### src/sram_test_settings.svh
`ifndef SRAM_TEST_SETTINGS_SVH
`define SRAM_TEST_SETTINGS_SVH

// SRAM macro geometry
`define SRAM_DATA_W        32
`define SRAM_ADDR_W        8
`define SRAM_WMASK_W       4
`define SRAM_DEPTH         256

// Host packet, bank select down to port 1 address
`define SRAM_PACKET_W      56

// Edge sampling the enables to edge after which dout is valid
`define SRAM_READ_LATENCY  1

// AXI4-Lite register port
`define AXIL_ADDR_W        8
`define AXIL_DATA_W        32

`endif
### src/axil_pkg.sv
`default_nettype none

`include "sram_test_settings.svh"

package axil_pkg;

    typedef enum logic [1:0] {
        RESP_OKAY   = 2'b00,
        RESP_SLVERR = 2'b10
    } axil_resp_e;

    // Register map, byte offsets
    typedef enum logic [`AXIL_ADDR_W-1:0] {
        REG_PACKET_LO = 8'h00,
        REG_PACKET_HI = 8'h04,
        REG_COMMAND   = 8'h08,
        REG_READ_DATA = 8'h0C,
        REG_STATUS    = 8'h10
    } host_reg_e;

    typedef enum logic [1:0] {
        HOST_IDLE,
        HOST_WRITE_RESP,
        HOST_READ_RESP,
        HOST_WAIT_ACCESS
    } host_state_e;

endpackage

`default_nettype wire

### src/sram_packet_pkg.sv
`default_nettype none

`include "sram_test_settings.svh"

package sram_packet_pkg;

    // One access to one bank, MSB first as the host writes it
    typedef struct packed {
        logic                       bank_sel;
        logic                       csb0;
        logic                       web0;
        logic [`SRAM_WMASK_W-1:0]   wmask0;
        logic [`SRAM_ADDR_W-1:0]    addr0;
        logic [`SRAM_DATA_W-1:0]    din0;
        logic                       csb1;
        logic [`SRAM_ADDR_W-1:0]    addr1;
    } sram_packet_t;

    // Which macro output goes back to the host
    typedef enum logic {
        PORT_RW = 1'b0,
        PORT_RO = 1'b1
    } read_port_e;

endpackage

`default_nettype wire

### src/axil_packet_host.sv
`default_nettype none
`timescale 1ns/1ps

`include "sram_test_settings.svh"

module axil_packet_host (
    input  logic                          clk_in,
    input  logic                          reset,
    // Write address
    input  logic [`AXIL_ADDR_W-1:0]       awaddr,
    input  logic                          awvalid,
    output logic                          awready,
    // Write data
    input  logic [`AXIL_DATA_W-1:0]       wdata,
    input  logic [`AXIL_DATA_W/8-1:0]     wstrb,
    input  logic                          wvalid,
    output logic                          wready,
    // Write response
    output axil_pkg::axil_resp_e          bresp,
    output logic                          bvalid,
    input  logic                          bready,
    // Read address
    input  logic [`AXIL_ADDR_W-1:0]       araddr,
    input  logic                          arvalid,
    output logic                          arready,
    // Read data
    output logic [`AXIL_DATA_W-1:0]       rdata,
    output axil_pkg::axil_resp_e          rresp,
    output logic                          rvalid,
    input  logic                          rready,
    // Toward control logic
    output sram_packet_pkg::sram_packet_t packet,
    output sram_packet_pkg::read_port_e   read_port,
    output logic                          start,
    input  logic [`SRAM_DATA_W-1:0]       read_data,
    input  logic                          read_valid
);

    import axil_pkg::*;
    import sram_packet_pkg::*;

    localparam int STRB_W   = `AXIL_DATA_W / 8;
    localparam int PKT_HI_W = `SRAM_PACKET_W - `AXIL_DATA_W;

    host_state_e state;
    host_reg_e   wr_reg;
    host_reg_e   rd_reg;
    read_port_e  port_q;
    logic        busy;
    logic        rd_wait;
    logic        rd_err;
    logic [`AXIL_DATA_W-1:0] rd_word;
    logic [`AXIL_DATA_W-1:0] pkt_lo;
    logic [PKT_HI_W-1:0]     pkt_hi;
    logic [`SRAM_DATA_W-1:0] result;

    assign wr_reg = host_reg_e'(awaddr);
    assign rd_reg = host_reg_e'(araddr);

    // Address and data are taken in the same cycle, writes win over reads
    assign awready = (state == HOST_IDLE) && awvalid && wvalid;
    assign wready  = awready;
    assign arready = (state == HOST_IDLE) && arvalid && !(awvalid && wvalid);

    assign packet    = sram_packet_t'({pkt_hi, pkt_lo});
    assign read_port = port_q;

    // Packet registers with byte strobes
    always_ff @(posedge clk_in) begin
        if (awready && wr_reg == REG_PACKET_LO) begin
            for (int i = 0; i < STRB_W; i++) begin
                if (wstrb[i]) pkt_lo[8*i +: 8] <= wdata[8*i +: 8];
            end
        end
        if (awready && wr_reg == REG_PACKET_HI) begin
            for (int i = 0; i < PKT_HI_W / 8; i++) begin
                if (wstrb[i]) pkt_hi[8*i +: 8] <= wdata[8*i +: 8];
            end
        end
    end

    // Read mux, result taken straight from the bus if it lands this cycle
    always_comb begin
        rd_err  = 1'b0;
        rd_word = '0;
        case (rd_reg)
            REG_PACKET_LO: rd_word = pkt_lo;
            REG_PACKET_HI: rd_word = {{(`AXIL_DATA_W-PKT_HI_W){1'b0}}, pkt_hi};
            REG_COMMAND:   rd_word = '0;
            REG_READ_DATA: rd_word = read_valid ? read_data : result;
            REG_STATUS:    rd_word = {{(`AXIL_DATA_W-1){1'b0}}, busy};
            default:       rd_err  = 1'b1;
        endcase
    end

    // Result read during an access waits for the word
    assign rd_wait = (rd_reg == REG_READ_DATA) && busy && !read_valid;

    always_ff @(posedge clk_in) begin
        if (reset) begin
            state  <= HOST_IDLE;
            bvalid <= 1'b0;
            rvalid <= 1'b0;
            bresp  <= RESP_OKAY;
            rresp  <= RESP_OKAY;
            start  <= 1'b0;
            busy   <= 1'b0;
            port_q <= PORT_RW;
            result <= '0;
        end else begin
            start <= 1'b0;
            if (read_valid) begin
                busy   <= 1'b0;
                result <= read_data;
            end
            case (state)
                HOST_IDLE: begin
                    if (awready) begin
                        bvalid <= 1'b1;
                        bresp  <= RESP_OKAY;
                        state  <= HOST_WRITE_RESP;
                        case (wr_reg)
                            REG_PACKET_LO, REG_PACKET_HI, REG_READ_DATA, REG_STATUS: ;
                            REG_COMMAND: begin
                                if (busy) begin
                                    bresp <= RESP_SLVERR;
                                end else begin
                                    port_q <= read_port_e'(wdata[1]);
                                    start  <= wdata[0];
                                    busy   <= wdata[0];
                                end
                            end
                            default: bresp <= RESP_SLVERR;
                        endcase
                    end else if (arready) begin
                        if (rd_wait) begin
                            state <= HOST_WAIT_ACCESS;
                        end else begin
                            rdata  <= rd_word;
                            rresp  <= rd_err ? RESP_SLVERR : RESP_OKAY;
                            rvalid <= 1'b1;
                            state  <= HOST_READ_RESP;
                        end
                    end
                end
                HOST_WAIT_ACCESS: begin
                    if (read_valid) begin
                        rdata  <= read_data;
                        rresp  <= RESP_OKAY;
                        rvalid <= 1'b1;
                        state  <= HOST_READ_RESP;
                    end
                end
                HOST_WRITE_RESP: begin
                    if (bready) begin
                        bvalid <= 1'b0;
                        state  <= HOST_IDLE;
                    end
                end
                HOST_READ_RESP: begin
                    if (rready) begin
                        rvalid <= 1'b0;
                        state  <= HOST_IDLE;
                    end
                end
                default: state <= HOST_IDLE;
            endcase
        end
    end

endmodule

`default_nettype wire

### config.mk
export PLATFORM = sky130hd
export DESIGN_NAME = axil_packet_host
export DESIGN_NICKNAME = d
export VERILOG_FILES = /design/src/axil_pkg.sv /design/src/sram_packet_pkg.sv /design/src/axil_packet_host.sv
export VERILOG_INCLUDE_DIRS = /design/src /design/src/src
export SDC_FILE = /design/constraint.sdc
export NUM_CORES = 1
export LEC_CHECK = 0
export BUFFER_PORTS_ARGS = -buffer_cell sky130_fd_sc_hd__buf_2
export CAP_MARGIN = 20
export CORE_ASPECT_RATIO = 0.6
export CORE_MARGIN = 8
export CORE_UTILIZATION = 54
export DETAILED_ROUTE_END_ITERATION = 16
export HOLD_SLACK_MARGIN = 0.06
export PLACE_DENSITY = 0.83
export SLEW_MARGIN = 10
export SYNTH_ARGS = -nofsm -noshare
export SYNTH_HDL_FRONTEND = slang
export SYNTH_SLANG_ARGS = --single-unit
### constraint.sdc
create_clock -name clk_in -period 8.81 [get_ports clk_in]
set_input_delay 1.3215 -clock clk_in [delete_from_list [all_inputs] [get_ports clk_in]]
set_output_delay 1.3215 -clock clk_in [all_outputs]
set_load 0.03 [all_outputs]
==> impl_metrics.tcl, run 1 <==
set metrics [dict create \
    status "completed" \
    numCtsBuffers 17 \
    antenna_found_initial 4 \
    area_growth_pct 28.4 \
    endpoint_kind "register" \
    ys.flop_type "edfxtp_1" \
    avgRoutedWirePerCell_um 21.1 \
    synth_xor_area_frac 0 \
    cts_root_buffer "clkbuf_16" \
    critical_path_class "in2reg" \
    grt_max_degree 43 \
    power_density_nw_per_um2 250 \
    synth-seq-area-share 0.642 \
    htreeDepth 4 \
    min_period_over_period 0.418 \
    cts_resized 0 \
    grt_util_all_layers 0.225 \
    startpoint "read_valid" \
    synthesis.area_sq_um 5400 \
    holdCritPathClass "reg2reg" \
    synth_top_family_by_area "compound AO/OA/AOI/OAI gates" \
    ys_warn_count 0 \
    routed_wl_um 15300 \
    path_max_fanout 36 \
    hold_viol 0 \
    cts_setup_buffers 0 \
    die_area_sq_um 13600 \
    start_util 0.552 \
    num_vias 4135 \
    reg2reg_from "state[0]" \
    cts_tree "built" \
    leakagePower_nw 2.83 \
    std_cell_rows 28 \
    drive_gt1_frac 0.412 \
    place_congestion 0.870 \
    rsz0062_at_grt "no" \
    nFillCells 698 \
    synth-simple-area-share 0.0994 \
    yosys_register_bits 129 \
    clk_latency_ns 0.40 \
    hold_buffers 0 \
    die_w_um 145 \
    muxShareOfSynthArea 0.0862 \
    drt-pass1-iter-count 5 \
    clk_pin_slew_ns 0.05 \
    fmax_mhz 272 \
    port_buffers 188 \
    min_from "result[13]" \
    grt-ovfl-total 0 \
    ys_types 49 \
    setup_violations 0 \
    core-area_sq_um 9770 \
    min_delay_path_depth 2 \
    viasPerCell 5.72 \
    nets 670 \
    cp_data_required_time_ns 8.83 \
    grt_pass1_wl_um 23700 \
    drt_iter0_drc 348 \
    final_area_sq_um 6930 \
    ir_worst_vdd_v 0.000183 \
    max_cap_viol_count 0 \
    dp_hpwl_um 11300 \
    die_y_um 93.4 \
    drc 0 \
    fin_setup_tns_ns 0 \
    max_slew_margin 0.314 \
    finalClockSkew_ns 0.00617 \
    cts.sinks 129 \
    ios 191 \
    reg2reg_depth 6 \
    tightest_slew_ns 1.03 \
    synth-async-reset-ratio 0 \
    drtAntennaViolNets 0 \
    synth_compound_area_frac 0.129 \
    arrival_ns 3.70 \
    place_area_sq_um 6360 \
    grt_pass1_vias 4271 \
    synth_fa_ha_area_frac 0.00927 \
    fin_crit_ns 3.68 \
    slew_viol_final 0 \
    clockBufferDepth 2 \
    synthCells 391 \
    syn_avg_cell_area_sq_um 13.8 \
    critical_path.startpoint_type "input port" \
    synth-edff-count 88 \
]
metrics by stage:
| stage | hold WS (ns) | power [mW] | cells | utilization | setup WS (ns) |
|---|---|---|---|---|---|
| 6_report | 0.489 | 1.73 | 723 | 0.709 | 5.13 |
| 5_1_grt | 0.520 | 1.79 | 722 | 0.709 | 4.99 |
| 4_1_cts | 0.491 | 1.74 | 721 | 0.708 | 5.17 |
| 3_5_place_dp | 0.477 | 1.09 | 689 | 0.651 | 4.76 |
| 3_3_place_gp | 0.469 | 1.08 | 688 | 0.650 | 4.85 |
| 2_1_floorplan | 0.456 | 0.986 | 392 | - | 4.89 |
synth_stat cells, types with 5 or more instances:
master	instances	area share
clkbuf_8	5	0.013
dfxtp_1	41	0.15
mux2_2	12	0.025
nor2b_1	16	0.019
nand2_1	5	0.0035
a22oi_1	13	0.018
nor2_1	44	0.031
o22ai_1	12	0.014
and2_1	9	0.010
o2bb2ai_1	8	0.013
clkbuf_1	14	0.0097
edfxtp_1	88	0.49
a22o_1	20	0.032
a221o_1	12	0.022
mux2i_1	33	0.061
per-layer routing:
layer  up-vias  GRT usage  wire length (um)
li1       1878          -                 -
met1      1992      0.290              6660
met2       242      0.342              6840
met3        17     0.0897              1640
met4         6     0.0741               114
met5         -          0                36
worst max-delay path, cell delays in order:
cell and delay (ns):
buf_2 0.75, and3b_1 0.27, a32oi_1 0.35, nand2_1 0.18, nor2_4 0.81
cells in the final DEF, fill, tap and decap left out, drive strengths merged, types with 2 or more instances in the layout:
cell type,count
a221o,12
nand2,6
a31oi,2
nor4,3
a2111oi,2
a22oi,13
or3,4
o21a,2
conb,2
mux2,12
nor3b,2
mux2i,33
and2,9
buf,190
a211oi,2
ha,4
a22o,20
inv,4
dfxtp,41
o22ai,12
nor3,2
nor2b,16
o32ai,2
and3b,2
nand2b,3
edfxtp,88
clkinv,7
a21oi,2
o2bb2ai,8
nor2,44
a311oi,2
clkinvlp,5
clkbuf,18
state kept, by name, indices dropped and copies added (netlist names):
signal / cells
pkt_lo: 32
rdata: 32
result: 32
pkt_hi: 24
state: 2
bresp: 1
busy: 1
bvalid: 1
read_port: 1
rresp: 1
rvalid: 1
start: 1
cell families after synthesis:
logic type               count (synthesis)
buffers and inverters                   30
multiplexers                            45
AO/OA/AOI/OAI                           83
adder cells (fa/ha/maj)                  4
flip-flops                             129
AND/OR/NAND/NOR                         99
other                                    1
area by class of cell:
cell class / instances / area [sq um] / share of cell area
well taps: 135 / 169 / 0.0244
inverters: 3 / 11.3 / 0.00163
flip-flops and latches: 129 / 3460 / 0.500
clock buffers: 18 / 439 / 0.0634
clock inverters: 14 / 116 / 0.0168
repair buffers: 190 / 956 / 0.138
diodes: 1 / 2.50 / 0.000361
multi-input cells: 233 / 1770 / 0.256
path summary, 6_finish.rpt:
path / end / slack (ns)
setup / recovery: rdata[19] / 5.13
hold / removal: result[13] / 0.49
setup reg to reg: rdata[19] / 6.11
hold reg to reg: result[13] / 0.49
where the power goes:
group | switching [mW] | total [mW] | internal [mW] | leakage (nW)
Combinational | 0.236 | 0.341 | 0.105 | 1.42
Clock | 0.252 | 0.645 | 0.392 | 0.259
Sequential | 0.0228 | 0.746 | 0.723 | 1.15
Total | 0.511 | 1.73 | 1.22 | 2.83
No activity file was read; power rests on OpenSTA's default activity.
==> run 2, diff against run 1 <==
--- a/config.mk
+++ b/config.mk
@@ -6,14 +6,15 @@
 export SDC_FILE = /design/constraint.sdc
 export NUM_CORES = 1
 export LEC_CHECK = 0
+export ABC_AREA = 1
 export BUFFER_PORTS_ARGS = -buffer_cell sky130_fd_sc_hd__buf_2
 export CAP_MARGIN = 20
 export CORE_ASPECT_RATIO = 0.6
 export CORE_MARGIN = 8
-export CORE_UTILIZATION = 54
+export CORE_UTILIZATION = 46
 export DETAILED_ROUTE_END_ITERATION = 16
 export HOLD_SLACK_MARGIN = 0.06
-export PLACE_DENSITY = 0.83
+export PLACE_DENSITY = 0.74
 export SLEW_MARGIN = 10
 export SYNTH_ARGS = -nofsm -noshare
 export SYNTH_HDL_FRONTEND = slang
==> constraint.sdc (replaced) <==
create_clock -name clk_in -period 3.35 [get_ports clk_in]
set_input_delay 0.5025 -clock clk_in [delete_from_list [all_inputs] [get_ports clk_in]]
set_output_delay 0.5025 -clock clk_in [all_outputs]
set_load 0.03 [all_outputs]
==> impl_metrics.tcl, run 2 <==
set metrics [dict create \
    rsz0062_at_grt "no" \
    grt-ovfl-total 0 \
    ios 191 \
    cts_root_buffer "clkbuf_16" \
    max_slew_margin 0.427 \
    min_period_over_period 0.679 \
    leakagePower_nw 3.40 \
    holdCritPathClass "in2reg" \
    endpoint_kind "register" \
    ys_types 31 \
    startpoint "state[0]" \
    ff2ff_setup_slack_ns 1.07 \
    synth_xor_area_frac 0 \
    avgRoutedWirePerCell_um 16.3 \
    place_congestion 0.865 \
    synth-edff-count 88 \
    n_antenna_cell 0 \
    die_y_um 102 \
    ys.flop_type "edfxtp_1" \
    reg2reg_from "state[0]" \
    dp_hpwl_um 11400 \
    num_vias 4882 \
    routed_wl_um 16200 \
    place_area_sq_um 6780 \
    grt_util_all_layers 0.201 \
    arrival_ns 2.31 \
    cts_setup_buffers 0 \
    nets 914 \
    critical_path_class "reg2reg" \
    numCtsBuffers 17 \
    antenna_found_initial 1 \
    synthesis.area_sq_um 5700 \
    synth-simple-area-share 0.247 \
    finalClockSkew_ns 0.00962 \
    muxShareOfSynthArea 0.0141 \
    yosys.area.top_type "edfxtp_1" \
    path_max_fanout 8 \
    fin_crit_ns 2.28 \
    grt_max_degree 56 \
    hold_viol 0 \
    power_density_nw_per_um2 636 \
    clockBufferDepth 2 \
    clk_latency_ns 0.40 \
    synth_fa_ha_area_frac 0.00879 \
    synth_top_family_by_area "simple AND/OR/NAND/NOR gates" \
    whs_ns 0.276 \
    cts_resized 0 \
    slew_viol_final 0 \
    yosys.area.top_type_share 0.464 \
    drt-pass1-iter-count 5 \
    core-area_sq_um 12100 \
    yosys_register_bits 129 \
    layout_commonest_cell "nand2_1" \
    area_growth_pct 29.6 \
    die_w_um 160 \
    drtAntennaViolNets 0 \
    fin_setup_tns_ns 0 \
    hold_buffers 0 \
    grt_pass1_vias 5041 \
    synth_commonest_cells "nand2_1 (195), edfxtp_1 (88), inv_1 (70), nor2_1 (55), nand3_1 (54)" \
    clk_pin_slew_ns 0.06 \
    cts.sinks 129 \
    synth_area_leaders "edfxtp_1 (46%), dfxtp_1 (14%), nand2_1 (13%)" \
    max_cap_viol_count 0 \
    final_area_sq_um 7380 \
    ir_worst_vdd_v 0.000299 \
    layout_common_cells "nand2_1 (195), buf_2 (188), edfxtp_1 (88)" \
    setup_violations 0 \
    std_cell_rows 31 \
    critical_path.startpoint_type "register" \
    post-place-ws_ns 1.04 \
    fmax_mhz 439 \
    min_from "wdata[29]" \
    drt_iter0_drc 415 \
    synth-seq-area-share 0.608 \
    syn_avg_cell_area_sq_um 9.07 \
    yosysMostFrequentCell "nand2_1" \
    drive_gt1_frac 0.312 \
    utilization 0.612 \
    status "completed" \
    grt_pass1_wl_um 25900 \
    port_buffers 188 \
    synth-async-reset-ratio 0 \
    cp_data_required_time_ns 3.38 \
    tightest_slew_ns 0.858 \
    synthCells 628 \
    viasPerCell 4.90 \
    cts_tree "built" \
    synth_compound_area_frac 0.0431 \
    drc 0 \
    htreeDepth 4 \
    worst_slack_ns 1.07 \
    largestRegisters "pkt_lo: 32 flops, rdata: 32 flops, result: 32 flops" \
    start_util 0.472 \
    ys_warn_count 0 \
    die_area_sq_um 16300 \
]
-- run 2: routing by layer --
layer,GRT usage,wire length [um]
met1,0.259,7320
met2,0.329,7330
met3,0.0648,1460
met4,0.0469,75
met5,0,10
-- run 2: critical path: stages, from the launching register on --
cell	delay [ns]
dfxtp_1	0.34
inv_1	0.09
ha_1	0.22
inv_2	0.09
nor2_4	0.22
nand4_1	0.27
nor2_1	0.66
-- run 2: final timing paths --
path,end,cells past startpoint
worst min register to register,rvalid,2
worst min-delay path,pkt_lo[29],1
worst max register to register,pkt_lo[14],6
worst max-delay path,pkt_lo[14],6
-- run 2: power by group --
group          internal (mW)  leakage [nW]  total [mW]  switching (mW)
Clock                   1.11         0.277        1.82           0.710
Sequential              1.90          1.15        1.95          0.0578
Combinational          0.253          1.97       0.924           0.671
-- run 2: per-stage QoR --
stage / std cells / power [mW]
after global placement: 963 / 2.89
after floorplan: 629 / 2.59
after detailed placement: 963 / 2.90
final: 996 / 4.70
after global routing: 996 / 4.89
after CTS: 995 / 4.72
-- run 2: layout make-up --
cell class                      count  area, sq um
Clock buffer                       18          429
Clock inverter                     14          155
Fill cell                        1046         4680
Inverter                           78          293
Multi-Input combinational cell    393         1800
Sequential cell                   129         3460
Tap cell                          165          206
Timing Repair Buffer              199         1030
-- run 2: logic make-up after synthesis --
group / Yosys count
flops: 129
simple gates: 332
other cells: 1
compound gates: 47
buf+inv: 107
fa+ha+maj: 4
mux: 8
